$ cat config.mk
export PLATFORM = sky130hd
export DESIGN_NAME = ctrl_top
export DESIGN_NICKNAME = d
export VERILOG_FILES = /design/src/logic/ctrl_pkg.sv /design/src/logic/ctrl_fsm.sv /design/src/logic/ctrl_top.sv /design/src/logic/hazard_fwd_unit.sv
export SDC_FILE = /design/constraint.sdc
export NUM_CORES = 1
export LEC_CHECK = 0
export ABC_AREA = 1
export ABC_CLOCK_PERIOD_IN_PS = 1600
export BUFFER_PORTS_ARGS = -buffer_cell sky130_fd_sc_hd__buf_2
export CORE_AREA = 5 5 59 61
export CTS_CLUSTER_SIZE = 8
export DETAILED_ROUTE_END_ITERATION = 12
export DIE_AREA = 0 0 64 66
export GPL_TIMING_DRIVEN = 0
export PLACE_DENSITY = 0.74
export SKIP_CTS_REPAIR_TIMING = 1
export SYNTH_ARGS = -nofsm -noshare
export SYNTH_HDL_FRONTEND = slang
export SYNTH_SLANG_ARGS = --single-unit
$ cat constraint.sdc
create_clock -name clk -period 1.6 [get_ports clk]
set_clock_uncertainty 0.2 [all_clocks]
set_input_delay 0.16 -clock clk [delete_from_list [all_inputs] [get_ports clk]]
set_output_delay 0.16 -clock clk [all_outputs]
set_load 0.05 [all_outputs]
$ cat src/logic/ctrl_pkg.sv
/*
 * shared types for the pipeline controller
 * state and select encodings plus the port structs between the units
 */
package ctrl_pkg;

  ////////////////////////////////////////
  // widths
  ////////////////////////////////////////
  localparam int STATE_W   = 4;
  localparam int PC_MUX_W  = 3;
  localparam int JUMP_W    = 2;
  localparam int FWD_SEL_W = 2;

  // controller states, one clock per step
  typedef enum logic [STATE_W-1:0] {
    RESET,
    BOOT_SET,
    SLEEP,
    FIRST_FETCH,
    DECODE,
    FLUSH_EX,
    FLUSH_WB,
    DBG_SIGNAL,
    DBG_SIGNAL_SLEEP,
    DBG_WAIT,
    DBG_WAIT_BRANCH,
    DBG_WAIT_SLEEP
  } ctrl_state_e;

  // next pc source in the fetch stage
  typedef enum logic [PC_MUX_W-1:0] {
    PC_BOOT      = 3'b000,
    PC_JUMP      = 3'b010,
    PC_BRANCH    = 3'b011,
    PC_EXCEPTION = 3'b100,
    PC_ERET      = 3'b101,
    PC_DBG_NPC   = 3'b111
  } pc_mux_e;

  // kind of control transfer seen by the decoder
  typedef enum logic [JUMP_W-1:0] {
    BRANCH_NONE = 2'b00,
    BRANCH_JAL  = 2'b01,
    BRANCH_JALR = 2'b10,
    BRANCH_COND = 2'b11
  } jump_kind_e;

  // operand source in ID
  typedef enum logic [FWD_SEL_W-1:0] {
    SEL_REGFILE = 2'b00,
    SEL_FW_EX   = 2'b01,
    SEL_FW_WB   = 2'b10
  } fwd_sel_e;

  ////////////////////////////////////////
  // port structs
  ////////////////////////////////////////

  // decoder view of the instruction in ID
  typedef struct packed {
    logic       illegal;
    logic       eret;
    logic       pipe_flush;
    logic       instr_valid;
    jump_kind_e jump_in_dec;
    jump_kind_e jump_in_id;
  } decode_info_t;

  // write enables and register match bits from regfile and pipeline
  typedef struct packed {
    logic data_req_ex;
    logic we_ex;
    logic we_wb;
    logic alu_we;
    logic wb_is_a;
    logic wb_is_b;
    logic alu_is_a;
    logic alu_is_b;
  } reg_hazard_t;

  // pc update request to the prefetcher
  typedef struct packed {
    logic    set;
    pc_mux_e mux;
  } pc_ctrl_t;

  // exception controller handshake and save controls
  typedef struct packed {
    logic ack;
    logic save_if;
    logic save_id;
    logic save_takenbranch;
    logic restore_id;
  } exc_ctrl_t;

  typedef struct packed {
    logic halt_if;
    logic halt_id;
    logic jr_stall;
    logic load_stall;
    logic deassert_we;
  } stall_t;

  typedef struct packed {
    fwd_sel_e sel_a;
    fwd_sel_e sel_b;
  } fwd_ctrl_t;

  // single cycle event pulses for the counters
  typedef struct packed {
    logic jump;
    logic jr_stall;
    logic ld_stall;
  } perf_t;

endpackage

$ cat src/logic/ctrl_fsm.sv
/*
 * main control FSM of the in-order pipeline
 * boot, sleep, decode, pipeline flush and debug handover
 */
`timescale 1ns/100ps

module ctrl_fsm
(
  input  logic                   clk,
  input  logic                   rst_n,

  input  logic                   fetch_enable_i,
  input  logic                   id_ready_i,
  input  logic                   ex_valid_i,
  input  logic                   branch_taken_ex_i,
  input  logic                   exc_req_i,
  input  logic                   ext_req_i,
  input  logic                   dbg_req_i,
  input  logic                   dbg_stall_i,
  input  logic                   dbg_jump_req_i,
  input  logic                   data_load_event_i,
  input  ctrl_pkg::decode_info_t decode_i,
  input  logic                   jr_stall_i,

  output logic                   ctrl_busy_o,
  output logic                   is_decoding_o,
  output logic                   instr_req_o,
  output logic                   dbg_ack_o,
  output logic                   halt_if_o,
  output logic                   halt_id_o,
  output ctrl_pkg::pc_ctrl_t     pc_o,
  output ctrl_pkg::exc_ctrl_t    exc_o
);

  ctrl_pkg::ctrl_state_e state_q;
  ctrl_pkg::ctrl_state_e state_d;

  // high once a jump or eret has set the pc, until ID takes the next instr
  logic jump_done_q;
  logic jump_done_d;

  logic is_jump_dec;

  // unconditional jumps are resolved right in ID
  assign is_jump_dec = (decode_i.jump_in_dec == ctrl_pkg::BRANCH_JAL) ||
                       (decode_i.jump_in_dec == ctrl_pkg::BRANCH_JALR);

  ////////////////////////////////////////
  // next state and outputs
  ////////////////////////////////////////
  always_comb
  begin
    // defaults, core running and fetching
    state_d       = state_q;
    jump_done_d   = jump_done_q;

    ctrl_busy_o   = 1'b1;
    instr_req_o   = 1'b1;
    is_decoding_o = 1'b0;
    dbg_ack_o     = 1'b0;
    halt_if_o     = 1'b0;
    halt_id_o     = 1'b0;

    pc_o.set      = 1'b0;
    pc_o.mux      = ctrl_pkg::PC_BOOT;

    exc_o         = '0;

    case (state_q)
      // idle after reset until fetch is enabled
      ctrl_pkg::RESET:
      begin
        ctrl_busy_o = 1'b0;
        instr_req_o = 1'b0;
        if (fetch_enable_i)
          state_d = ctrl_pkg::BOOT_SET;
        else if (dbg_req_i)
          // debugger may take over before boot, npc not yet valid
          state_d = ctrl_pkg::DBG_SIGNAL;
      end

      // load the boot address into the fetch stage
      ctrl_pkg::BOOT_SET:
      begin
        pc_o.set = 1'b1;
        pc_o.mux = ctrl_pkg::PC_BOOT;
        state_d  = ctrl_pkg::FIRST_FETCH;
      end

      // pipeline drained and halted, wait for enable or an exception
      ctrl_pkg::SLEEP:
      begin
        ctrl_busy_o = 1'b0;
        instr_req_o = 1'b0;
        halt_if_o   = 1'b1;
        halt_id_o   = 1'b1;
        if (dbg_req_i)
        begin
          // remember whether to resume or fall back asleep after debug
          if (fetch_enable_i || exc_req_i)
            state_d = ctrl_pkg::DBG_SIGNAL;
          else
            state_d = ctrl_pkg::DBG_SIGNAL_SLEEP;
        end
        else if (fetch_enable_i || exc_req_i)
        begin
          state_d = ctrl_pkg::FIRST_FETCH;
        end
      end

      // wait for the first instr to reach ID
      ctrl_pkg::FIRST_FETCH:
      begin
        if (id_ready_i && !dbg_stall_i)
          state_d = ctrl_pkg::DECODE;

        // wake-up by exception, nothing in ID yet so save the IF pc
        if (exc_req_i)
        begin
          pc_o.set      = 1'b1;
          pc_o.mux      = ctrl_pkg::PC_EXCEPTION;
          exc_o.ack     = 1'b1;
          exc_o.save_if = 1'b1;
        end
      end

      ctrl_pkg::DECODE:
      begin
        if (branch_taken_ex_i)
        begin
          // taken branch in EX kills the instr in ID
          pc_o.set = 1'b1;
          pc_o.mux = ctrl_pkg::PC_BRANCH;

          // interrupt on a taken branch resumes at the branch target
          if (ext_req_i)
          begin
            pc_o.mux               = ctrl_pkg::PC_EXCEPTION;
            exc_o.ack              = 1'b1;
            exc_o.save_takenbranch = 1'b1;
            halt_id_o              = 1'b1;
          end

          if (dbg_req_i)
            state_d = ctrl_pkg::DBG_SIGNAL;
        end
        else if (decode_i.instr_valid)
        begin
          is_decoding_o = 1'b1;

          if (is_jump_dec)
          begin
            pc_o.mux = ctrl_pkg::PC_JUMP;
            // target needs rs1, hold off while it is still in flight
            if (!jr_stall_i && !jump_done_q)
            begin
              pc_o.set    = 1'b1;
              jump_done_d = 1'b1;
            end
          end
          else if (exc_req_i)
          begin
            // keep the faulting instr out of EX
            pc_o.set      = 1'b1;
            pc_o.mux      = ctrl_pkg::PC_EXCEPTION;
            exc_o.ack     = 1'b1;
            exc_o.save_id = 1'b1;
            halt_id_o     = 1'b1;
          end

          if (decode_i.eret)
          begin
            pc_o.mux         = ctrl_pkg::PC_ERET;
            exc_o.restore_id = 1'b1;
            if (!jump_done_q)
            begin
              pc_o.set    = 1'b1;
              jump_done_d = 1'b1;
            end
          end

          // wfi, or eret back into sleep, drains the pipeline
          if (decode_i.pipe_flush || (decode_i.eret && !fetch_enable_i))
          begin
            halt_if_o = 1'b1;
            halt_id_o = 1'b1;
            state_d   = ctrl_pkg::FLUSH_EX;
          end
          else if (dbg_req_i)
          begin
            halt_if_o = 1'b1;
            // let the instr in ID move on first
            if (id_ready_i)
            begin
              if (decode_i.jump_in_id == ctrl_pkg::BRANCH_COND)
                state_d = ctrl_pkg::DBG_WAIT_BRANCH;
              else
                state_d = ctrl_pkg::DBG_SIGNAL;
            end
            else if (data_load_event_i)
            begin
              // event load blocks ID indefinitely, enter debug anyway
              state_d = ctrl_pkg::DBG_SIGNAL;
            end
          end
        end
        else if (ext_req_i)
        begin
          // bubble in ID, resume at the fetch pc
          pc_o.set      = 1'b1;
          pc_o.mux      = ctrl_pkg::PC_EXCEPTION;
          exc_o.ack     = 1'b1;
          exc_o.save_if = 1'b1;
          halt_id_o     = 1'b1;
        end
      end

      // conditional branch resolves in EX before debug takes over
      ctrl_pkg::DBG_WAIT_BRANCH:
      begin
        halt_if_o = 1'b1;
        if (branch_taken_ex_i)
        begin
          pc_o.set = 1'b1;
          pc_o.mux = ctrl_pkg::PC_BRANCH;
        end
        state_d = ctrl_pkg::DBG_SIGNAL;
      end

      // pipeline is empty, hand over to the debugger
      ctrl_pkg::DBG_SIGNAL:
      begin
        dbg_ack_o = 1'b1;
        halt_if_o = 1'b1;
        state_d   = ctrl_pkg::DBG_WAIT;
      end

      ctrl_pkg::DBG_SIGNAL_SLEEP:
      begin
        dbg_ack_o = 1'b1;
        halt_if_o = 1'b1;
        state_d   = ctrl_pkg::DBG_WAIT_SLEEP;
      end

      // debugger owns the core, return to sleep when released
      ctrl_pkg::DBG_WAIT_SLEEP:
      begin
        halt_if_o = 1'b1;
        if (dbg_jump_req_i)
        begin
          pc_o.set = 1'b1;
          pc_o.mux = ctrl_pkg::PC_DBG_NPC;
          state_d  = ctrl_pkg::DBG_WAIT;
        end
        if (!dbg_stall_i)
          state_d = ctrl_pkg::SLEEP;
      end

      // debugger owns the core, return to decode when released
      ctrl_pkg::DBG_WAIT:
      begin
        halt_if_o = 1'b1;
        if (dbg_jump_req_i)
        begin
          pc_o.set = 1'b1;
          pc_o.mux = ctrl_pkg::PC_DBG_NPC;
        end
        if (!dbg_stall_i)
          state_d = ctrl_pkg::DECODE;
      end

      // nop into EX until the last instr leaves it
      ctrl_pkg::FLUSH_EX:
      begin
        halt_if_o = 1'b1;
        halt_id_o = 1'b1;
        if (ex_valid_i)
          state_d = ctrl_pkg::FLUSH_WB;
      end

      // WB drained too, pick sleep, decode or debug
      ctrl_pkg::FLUSH_WB:
      begin
        halt_if_o = 1'b1;
        halt_id_o = 1'b1;
        if (fetch_enable_i)
        begin
          if (dbg_req_i)
          begin
            state_d = ctrl_pkg::DBG_SIGNAL;
          end
          else
          begin
            halt_if_o = 1'b0;
            state_d   = ctrl_pkg::DECODE;
          end
        end
        else if (dbg_req_i)
        begin
          state_d = ctrl_pkg::DBG_SIGNAL_SLEEP;
        end
        else
        begin
          state_d = ctrl_pkg::SLEEP;
        end
      end

      default:
      begin
        instr_req_o = 1'b0;
        state_d     = ctrl_pkg::RESET;
      end
    endcase
  end

  ////////////////////////////////////////
  // state registers
  ////////////////////////////////////////
  always_ff @(posedge clk or negedge rst_n)
  begin
    if (!rst_n)
    begin
      state_q     <= ctrl_pkg::RESET;
      jump_done_q <= 1'b0;
    end
    else
    begin
      state_q     <= state_d;
      // ID accepting means the jump target is the next instr
      jump_done_q <= jump_done_d & ~id_ready_i;
    end
  end

endmodule

$ cat src/logic/ctrl_top.sv
/*
 * pipeline controller top
 * joins the control FSM with the hazard unit, forms the perf pulses
 */
`timescale 1ns/100ps

module ctrl_top
(
  input  logic                  clk,
  input  logic                  rst_n,

  input  logic                  fetch_enable_i,
  input  logic                  id_ready_i,
  input  logic                  ex_valid_i,
  input  logic                  branch_taken_ex_i,
  input  logic                  exc_req_i,
  input  logic                  ext_req_i,
  input  logic                  dbg_req_i,
  input  logic                  dbg_stall_i,
  input  logic                  dbg_jump_req_i,
  input  logic                  data_load_event_i,
  input  ctrl_pkg::decode_info_t decode_i,
  input  ctrl_pkg::reg_hazard_t hazard_i,

  output logic                  ctrl_busy_o,
  output logic                  is_decoding_o,
  output logic                  instr_req_o,
  output logic                  dbg_ack_o,
  output ctrl_pkg::pc_ctrl_t    pc_o,
  output ctrl_pkg::exc_ctrl_t   exc_o,
  output ctrl_pkg::stall_t      stall_o,
  output ctrl_pkg::fwd_ctrl_t   fwd_o,
  output ctrl_pkg::perf_t       perf_o
);

  logic is_decoding;
  logic jr_stall;
  logic load_stall;
  logic deassert_we;
  logic halt_if;
  logic halt_id;

  ctrl_fsm u_fsm
  (
    .clk               (clk),
    .rst_n             (rst_n),
    .fetch_enable_i    (fetch_enable_i),
    .id_ready_i        (id_ready_i),
    .ex_valid_i        (ex_valid_i),
    .branch_taken_ex_i (branch_taken_ex_i),
    .exc_req_i         (exc_req_i),
    .ext_req_i         (ext_req_i),
    .dbg_req_i         (dbg_req_i),
    .dbg_stall_i       (dbg_stall_i),
    .dbg_jump_req_i    (dbg_jump_req_i),
    .data_load_event_i (data_load_event_i),
    .decode_i          (decode_i),
    .jr_stall_i        (jr_stall),
    .ctrl_busy_o       (ctrl_busy_o),
    .is_decoding_o     (is_decoding),
    .instr_req_o       (instr_req_o),
    .dbg_ack_o         (dbg_ack_o),
    .halt_if_o         (halt_if),
    .halt_id_o         (halt_id),
    .pc_o              (pc_o),
    .exc_o             (exc_o)
  );

  // jr_stall only looks at decode and match bits, so no comb loop
  hazard_fwd_unit u_hazard
  (
    .is_decoding_i (is_decoding),
    .illegal_i     (decode_i.illegal),
    .jump_in_dec_i (decode_i.jump_in_dec),
    .hazard_i      (hazard_i),
    .load_stall_o  (load_stall),
    .jr_stall_o    (jr_stall),
    .deassert_we_o (deassert_we),
    .fwd_o         (fwd_o)
  );

  assign is_decoding_o = is_decoding;

  // stall bundle to the pipeline
  assign stall_o.halt_if     = halt_if;
  assign stall_o.halt_id     = halt_id;
  assign stall_o.jr_stall    = jr_stall;
  assign stall_o.load_stall  = load_stall;
  assign stall_o.deassert_we = deassert_we;

  // counter events, a jump is any unconditional jump sitting in ID
  assign perf_o.jump     = (decode_i.jump_in_id == ctrl_pkg::BRANCH_JAL) ||
                           (decode_i.jump_in_id == ctrl_pkg::BRANCH_JALR);
  assign perf_o.jr_stall = jr_stall;
  assign perf_o.ld_stall = load_stall;

endmodule

$ cat src/logic/hazard_fwd_unit.sv
/*
 * hazard and forwarding unit
 * load-use and jump-register stalls, write-enable kill, operand selects
 */
`timescale 1ns/100ps

module hazard_fwd_unit
(
  input  logic                  is_decoding_i,
  input  logic                  illegal_i,
  input  ctrl_pkg::jump_kind_e  jump_in_dec_i,
  input  ctrl_pkg::reg_hazard_t hazard_i,

  output logic                  load_stall_o,
  output logic                  jr_stall_o,
  output logic                  deassert_we_o,
  output ctrl_pkg::fwd_ctrl_t   fwd_o
);

  logic rs1_pending;

  ////////////////////////////////////////
  // stalls
  ////////////////////////////////////////

  // load in EX writes a register that ID reads
  assign load_stall_o = hazard_i.data_req_ex && hazard_i.we_ex &&
                        (hazard_i.alu_is_a || hazard_i.alu_is_b);

  // rs1 of ID still waits on a write from WB, EX or the ALU path
  assign rs1_pending = (hazard_i.we_wb  && hazard_i.wb_is_a)  ||
                       (hazard_i.we_ex  && hazard_i.alu_is_a) ||
                       (hazard_i.alu_we && hazard_i.alu_is_a);

  // jalr target comes straight from rs1, no forwarding into the pc path
  assign jr_stall_o = (jump_in_dec_i == ctrl_pkg::BRANCH_JALR) && rs1_pending;

  // nothing from ID may write back unless it is a legal instr that moves on
  assign deassert_we_o = !is_decoding_i || illegal_i || load_stall_o || jr_stall_o;

  ////////////////////////////////////////
  // forwarding selects
  ////////////////////////////////////////
  always_comb
  begin
    fwd_o.sel_a = ctrl_pkg::SEL_REGFILE;
    fwd_o.sel_b = ctrl_pkg::SEL_REGFILE;

    // WB to ID
    if (hazard_i.we_wb)
    begin
      if (hazard_i.wb_is_a)
        fwd_o.sel_a = ctrl_pkg::SEL_FW_WB;
      if (hazard_i.wb_is_b)
        fwd_o.sel_b = ctrl_pkg::SEL_FW_WB;
    end

    // EX to ID, younger result so it overrides WB
    if (hazard_i.alu_we)
    begin
      if (hazard_i.alu_is_a)
        fwd_o.sel_a = ctrl_pkg::SEL_FW_EX;
      if (hazard_i.alu_is_b)
        fwd_o.sel_b = ctrl_pkg::SEL_FW_EX;
    end
  end

endmodule

==> impl_metrics.toml <==
[status]
status = "complete, but fails checks"
violations = "setup timing"

[critical_path]
crit_family = "simple AND/OR/NAND/NOR gates"
crit_chain = "buf_6, nor2_4, nand2_4, inv_8, nand2_8, nor2_4, inv_2, nand4_1, buf_6"
cp.required_ns = 1.24
endpoint_kind = "primary output"
path_buf_inv = 4
slowest_stage = "dfrtp_1"
arrival_ns = 1.66
rrSetupSlack_ns = -0.31
start_kind = "flip-flop"
max_stage_delay_ns = 0.36
rr_endpoint = "u_fsm.state_q[0]"
crit_fanout = 8
r2r_cells = 13
worstSetupPathType = "flip-flop to primary output"
timing.rr.start = "u_fsm.state_q[2]"

[timing]
slew_headroom_pct = 68.2
final.min_clock_period_ns = 2.02
rsz0062_at_grt = "yes"
timing.fmax_mhz = 495
fin_ws_ns = -0.421
tightestPinTransition_ns = 0.476
setup_viol = 21
maxSlewViolCount = 0
worst_hold_slack_ns = 0.0484
finalSetupTns_ns = -6.33
period_share_pct = 126
hold_viol_final = 0

[routing]
routedWlPerCell_um = 13.4
ant_nets = 0
drt_iter0_markers = 73
drc = 0
first_pass_iters = 4
via_count = 1713
drt_wl_total_mm = 4.52
vias_per_cell = 5.08

[die]
start_util_pct = 40.0
dieWidth_um = 64
core_area_sq_um = 2930
io_pins = 53
die-height_um = 66
row_count = 20
dieArea_sq_um = 4220

[clock_network]
cts_inserted_buffers = 3
cts.sinks = 5
cts-root-buf = "clkbuf_4"
clock_path_buffers = 2
clk_transition_reported_paths_ns = 0.05
clk_latency_ns = 0.24
cts-htree-levels = 1
cts_tree = "built"

[global_route]
grt_pass1_wl_mm = 6.38
grt_use_total_pct = 18.5
grt_pass1_vias = 1489
antenna_found_initial = 0
grt_max_degree = 11
grt-ovfl-total = 0

[synth]
synth-xor-area-share_pct = 0
synthAdderAreaFrac_pct = 5.34
synth_simple_gate_area_share_pct = 58.3
ys_warn_count = 0
synth_area_sq_um = 1170
yosys.area.top_type = "nand2_1"
yosysUniqueCellTypes = 26
ys_seq_area_share_pct = 10.7
syn_avg_cell_area_sq_um = 5.16
synth_area_leaders = "nand2_1 24%, nor2_1 15%, dfrtp_1 11%"
muxShareOfSynthArea_pct = 0
ys_seq_elements = 5
syn_inst = 227
syn-num-nets = 260
synthDominantCellAreaShare_pct = 24.0
synth_compound_area_share_pct = 8.23
synth_top_family_by_area = "simple AND/OR/NAND/NOR gates"

[layout]
n_antenna_cell = 0
layout-drive-gt1-share_pct = 46.7
nets = 338
fin_cells = 337
syn_to_final_growth_pct = 78.2

[place]
dp_slack_ns = -0.411
dp.cells = 311
post-dp-hpwl_mm = 3.22
gp_congestion = 0.946
port_buffers = 51

[pwr]
p_leak_nw = 1.16
ir_drop_v = 0.00139
p_per_area_nw_per_um2 = 1840

[min_path]
min_path_type = "input port to asynchronous set/reset pin"

[job]
drv_cap = 0
[worst max-delay path by stage]
| stage | cells after the start | start | end | slack [ns] |
|---|---|---|---|---|
| after floorplan | 8 | u_fsm.state_q[0] | pc_o[2] | -0.39 |
| after global placement | 9 | u_fsm.state_q[1] | stall_o[4] | -0.43 |
| after detailed placement | 9 | u_fsm.state_q[1] | stall_o[4] | -0.41 |
| after CTS | 9 | u_fsm.state_q[1] | stall_o[4] | -0.69 |
| after global routing | 8 | u_fsm.state_q[2] | pc_o[0] | -0.49 |
| final | 9 | u_fsm.state_q[0] | pc_o[2] | -0.42 |
[per-layer routing]
layer / wire (um) / global-route usage, % / part of all wire, %
met1: 1800 / 24.1 / 40
met2: 2350 / 30.9 / 52
met3: 291 / 1.19 / 6.4
met4: 70 / 8.31 / 1.6
met5: 0 / 0 / 0
[layout by cell type (no fill, tap or decap), types with 3 or more instances in the layout]
master    instances
nor2_1           36
nand2_1          62
nand2_2          13
clkbuf_4          3
o21ai_0           4
ha_1              5
buf_8             8
dfrtp_2           3
inv_2             4
inv_1            23
nor2_4           12
buf_4            21
nand3_2           3
o21ai_4           4
a21oi_1           4
nand3_1          18
nor2_2            4
nand3_4           3
buf_6            14
buf_2            37
[registers in the layout, summed over array words and instances, names as in the netlist]
register	cells
u_fsm.jump_done_q	1
u_fsm.state_q	4
[kinds of logic after synthesis]
logic type	Yosys count
and+or+nand+nor	158
buffers and inverters	43
AOI/OAI and AO/OA	16
adders and majority gates	5
DFF	5
[synthesized netlist by cell type]
library cell   n
clkinv_1       1
buf_2          1
inv_2          7
nor3_1         1
dfrtp_1        5
nand2_4        1
o21ai_2        1
nand4_1        2
ha_1           5
nand3_2        2
o211a_1        1
inv_1         25
buf_4          7
o21ai_0        7
o2111ai_1      1
a31oi_1        1
buf_6          2
nand3_1       22
nand2_2        2
nor2_4         3
nand2_1       75
a21oi_1        4
nor2_1        47
nor2_2         2
nand3b_1       1
a211oi_1       1
[area by class of cell]
cell class                 count  area (sq um)
multi-input combinational    179          1080
buffer                         7          57.6
tap                           33          41.3
sequential                     5           129
fill                         237           841
inverter                      33           146
timing repair buffer          76           603
clock buffer                   4          26.3
[stage by stage]
stage | cell area [sq um] | utilization, % | power, mW
floorplan | 1240 | - | 2.11
global placement | 1530 | 52.4 | 2.60
detailed placement | 1530 | 52.4 | 2.59
CTS | 1560 | 53.2 | 2.75
global route | 2090 | 71.3 | 4.06
finish | 2090 | 71.3 | 3.83
[power by group]
group | internal (mW) | switching, mW | leakage [nW] | total [mW]
logic | 1.35 | 2.05 | 1.08 | 3.40
clock network | 0.0943 | 0.0530 | 0.0150 | 0.147
registers | 0.186 | 0.0958 | 0.0599 | 0.282
total | 1.63 | 2.20 | 1.16 | 3.83
No activity file was read; power rests on OpenSTA's default activity.
